==> src/source/obj_pkg.sv <==
/*
 * Object table buffer package.
 * This package holds the RAM geometry, the scan line constants and the enums
 * that the DMA controller and the CPU decoder share.
 */

`default_nettype none

package obj_pkg;

    // Word address width of each object RAM (1024 words)
    localparam int OBJ_AW = 10;

    // Data width and byte lanes
    localparam int OBJ_DW    = 16;
    localparam int OBJ_BYTES = 2;

    // Line counter (v14 on the board) wraps every 16 lines
    localparam int LINE_W = 4;

    // Line where the copy starts, also the vload preset
    localparam logic [LINE_W-1:0] DMA_START_LINE = 4'd8;

    // DMA sequencing
    typedef enum logic [1:0] {
        DMA_IDLE  = 2'd0,
        DMA_ARMED = 2'd1,
        DMA_COPY  = 2'd2
    } dma_state_t;

    // CPU bus cycle kinds
    typedef enum logic [1:0] {
        ACC_NONE  = 2'd0,
        ACC_READ  = 2'd1,
        ACC_WRITE = 2'd2
    } cpu_acc_t;

endpackage

`default_nettype wire

==> src/source/obj_dma_ctrl.sv <==
/*
 * Object table DMA controller.
 * Keeps the line counter, arms on obj_copy and copies the source table
 * into the copy RAM during vertical blank. The copy address either follows
 * the scan or takes its page from the previous pixel's data.
 */

`timescale 1ns/1ps
`default_nettype none

module obj_dma_ctrl
    import obj_pkg::*;
(
    input  wire logic              clk,
    input  wire logic              rst,
    input  wire logic              pxl_cen,
    // Video timing
    input  wire logic              LVBL,
    input  wire logic              vload,
    input  wire logic              hinit,
    input  wire logic [7:0]        hdump,
    // Copy control
    input  wire logic              obj_copy,
    input  wire logic              mixpsel,
    // Source RAM read data
    input  wire logic [OBJ_DW-1:0] src_q,
    output logic      [OBJ_AW-1:0] scan_addr,
    output logic      [OBJ_AW-1:0] copy_addr,
    output logic                   copy_we
);

    dma_state_t          state;
    logic [LINE_W-1:0]   line_cnt;
    logic                line_msb_q;
    logic [OBJ_AW-3:0]   page_latch;
    logic [OBJ_AW-3:0]   page;
    logic                start_copy;

    // Back at line 8 after a full lap, never on the preset
    assign start_copy = !LVBL && (line_cnt == DMA_START_LINE) && !line_msb_q;

    always_ff @(posedge clk or posedge rst) begin
        if (rst) begin
            state      <= DMA_IDLE;
            line_cnt   <= '0;
            line_msb_q <= 1'b0;
            page_latch <= '0;
        end else begin
            line_msb_q <= line_cnt[LINE_W-1];
            if (vload) begin
                line_cnt <= DMA_START_LINE;
            end else if (hinit && pxl_cen) begin
                line_cnt <= line_cnt + 1'b1;
            end
            // Low byte of the previous pixel for indirect copies
            if (pxl_cen) begin
                page_latch <= src_q[OBJ_AW-3:0];
            end
            case (state)
                DMA_IDLE: begin
                    if (obj_copy) state <= DMA_ARMED;
                end
                DMA_ARMED: begin
                    // vload here keeps the request pending
                    if (!vload && start_copy) state <= DMA_COPY;
                end
                DMA_COPY: begin
                    if (vload) state <= DMA_IDLE;
                end
                default: state <= DMA_IDLE;
            endcase
        end
    end

    // Scan order, columns inverted within each group
    assign scan_addr = {line_cnt, hdump[7:4], ~hdump[3:2]};
    assign page      = mixpsel ? page_latch : scan_addr[OBJ_AW-1:2];
    assign copy_addr = {page, ~hdump[3:2]};
    assign copy_we   = (state == DMA_COPY);

endmodule

`default_nettype wire

==> config.mk <==
export PLATFORM = sky130hd
export DESIGN_NAME = obj_dma_ctrl
export DESIGN_NICKNAME = d
export VERILOG_FILES = /design/src/source/obj_pkg.sv /design/src/source/obj_dma_ctrl.sv
export SDC_FILE = /design/constraint.sdc
export NUM_CORES = 1
export LEC_CHECK = 0
export ABC_CLOCK_PERIOD_IN_PS = 2200
export BUFFER_PORTS_ARGS = -buffer_cell sky130_fd_sc_hd__buf_2
export CORE_MARGIN = 2
export CORE_UTILIZATION = 43
export DETAILED_ROUTE_END_ITERATION = 10
export PLACE_DENSITY = 0.82
export SLEW_MARGIN = 20
export SYNTH_ARGS = -nofsm -noshare
export SYNTH_HDL_FRONTEND = slang
export SYNTH_SLANG_ARGS = --single-unit
==> constraint.sdc <==
create_clock -name clk -period 2.2 [get_ports clk]
set_input_delay 0.11 -clock clk [delete_from_list [all_inputs] [get_ports clk]]
set_output_delay 0.11 -clock clk [all_outputs]
set_load 0.05 [all_outputs]
==> flow_summary.json <==
{
  "synth_edf_count": 0,
  "vias": 626,
  "die_area_mm2": 0.00219,
  "fin_crit_ns": 1.38,
  "synth_nets": 105,
  "rsz0062_at_grt": "no",
  "synth_seq_cells": 15,
  "skew_ns": 0.00613,
  "start_kind": "flip-flop",
  "ys_async_sr_fraction_pct": 100,
  "worst_pin_slew_ns": 0.569,
  "antenna_found_initial": 0,
  "first_global_vias": 556,
  "clockBufferDepth": 2,
  "post_cts_buffers": 0,
  "worstHoldPathType": "in -> reg",
  "grtUsageTotal_pct": 15.8,
  "synth_common_cells": "15 x dfrtp_1, 14 x mux2_2, 7 x buf_4",
  "nFillCells": 167,
  "routed_wl_um": 1570,
  "drc": 0,
  "clkLatencyLatePin_ns": 0.28,
  "power_mw": 0.642,
  "netlist_area_um2": 788,
  "cts_buffers": 3,
  "die_w_um": 46.8,
  "finalMaxSlewViolations": 0,
  "rows": 15,
  "synth_most_common_cell": "dfrtp_1",
  "ys.flop_type": "dfrtp_1",
  "finalHoldViolCount": 0,
  "critPathRequiredTime_ns": 2.09,
  "synth_seq_area_share_pct": 47.6,
  "cts_sinks": 15,
  "drt-initial-drc-count": 5,
  "startpoint": "line_cnt[0]",
  "crit_type": "reg -> out",
  "cts-resized-gates": 0,
  "drt_first_pass_iters": 4,
  "peakVddDrop_v": 0.000429,
  "avgSynthCellArea_um2": 11.1,
  "endpoint_kind": "primary output",
  "setup_viol": 0,
  "antenna_left": 0,
  "fin_crit_sh_pct": 62.5,
  "areaGrowthSynthToFinish_pct": 28.1,
  "coreArea_mm2": 0.00173,
  "cts_tree": "yes",
  "ys_top_cells_by_area": "dfrtp_1 48%, mux2_2 20%, buf_4 6.7%",
  "cap_violations": 0,
  "cts.reportedPaths.clkPinSlew_ns": 0.09,
  "initial_core_util_pct": 45.7,
  "timing.rr.start": "line_cnt[2]",
  "num_antenna_cells": 0,
  "synthCells": 71,
  "crit_fanout": 4,
  "power_density_mw_per_mm2": 636,
  "arrival_ns": 1.27,
  "die_height_um": 46.8,
  "root_buffer": "clkbuf_4",
  "fmax_mhz": 727,
  "synth_cell_types": 23,
  "power_leakage_nw": 0.511,
  "cts_max_level": 1,
  "fin_tns_setup_ns": 0,
  "grt_overflow": 0,
  "yosys_warnings": 0,
  "dp_hpwl_um": 1230,
  "port_buffers": 42,
  "rrSetupSlack_ns": 1.06,
  "grt_pass1_wl_um": 2390,
  "worstHoldStart": "vload",
  "nets": 145,
  "outcome": "finished, final reports clean",
  "avgViaCountPerCell": 4.64,
  "slew_headroom_pct": 62.1,
  "routabilityCongestion": 0.736,
  "drive_gt1_share_pct": 56.4,
  "wl_per_cell_um": 11.6,
  "yosys.area.top_type": "dfrtp_1",
  "grt_max_degree": 16,
  "ios": 53,
  "holdBufCountCts": 1,
  "synth.top_cell.area_share_pct": 47.6
}
worst paths after layout:
kind                                      end  depth (start not counted)
worst max-delay path             copy_addr[6]                          3
worst max register to register    line_cnt[3]                          3
min in group asynchronous         line_cnt[3]                          3
worst min register to register       state[1]                          1
max in group asynchronous       page_latch[6]                          3
worst min-delay path              line_cnt[2]                          2
logic make-up after synthesis:
family / synth area share, %
simple gates: 12.4
flops: 47.6
buf+inv: 10.2
mux: 20.0
compound gates: 4.44
xor+xnor: 2.22
fa+ha+maj: 3.17
final cells by class:
| class | instances | area [µm²] | area share [%] |
|---|---|---|---|
| well taps | 25 | 31.3 | 3.10 |
| inverters | 6 | 22.5 | 2.23 |
| multi-input cells | 42 | 333 | 33.0 |
| repair buffers | 43 | 220 | 21.8 |
| clock inverters | 1 | 5.00 | 0.496 |
| clock buffers | 3 | 22.5 | 2.23 |
| flip-flops and latches | 15 | 375 | 37.2 |
routing by layer:
layer  GRT usage, %  vias to the layer above  part of all wire [%]
met2           24.9                       21                    51
li1               -                      309                     -
met5              0                        -                     0
met4           5.00                        0                  0.76
met1           20.3                      294                    43
met3           5.77                        2                   5.3
cell usage in the layout, fill, tap and decap left out, drive strengths merged:
cell type    instances
nand3                3
nand2                4
nand2b               1
mux2                14
o31ai                1
nor3                 1
clkbuf               3
ha                   2
nand4                1
a21oi                1
dfrtp               15
dlygate4sd3          1
nor2b                1
xnor2                1
buf                 42
o21a                 1
clkinv               1
nor2                 6
inv                  6
o21ai                3
xor2                 1
or3b                 1
flip-flops by register name, summed over array words and instances (netlist names):
| register | count |
|---|---|
| page_latch | 8 |
| line_cnt | 4 |
| state | 2 |
| line_msb_q | 1 |
critical path: stages, from the launching register on:
cell and delay, ns:
dfrtp_1 0.41, inv_1 0.10, o21ai_0 0.19, buf_2 0.29
through the flow:
step	instances	worst slack, ns	hold WS [ns]	area, µm²	utilization [%]
after floorplan	71	0.145	0.0115	788	-
after global placement	130	1.11	0.186	972	56.3
after detailed placement	130	1.08	0.185	972	56.3
after CTS	135	0.818	0.0451	1010	58.5
after global routing	135	0.743	0.0439	1010	58.5
final	135	0.825	0.0524	1010	58.5
power breakdown:
group	internal (mW)	switching, mW
sequential	0.292	0.00997
combinational	0.0590	0.128
clock	0.0674	0.0855
(Power assumes the default switching activity.)
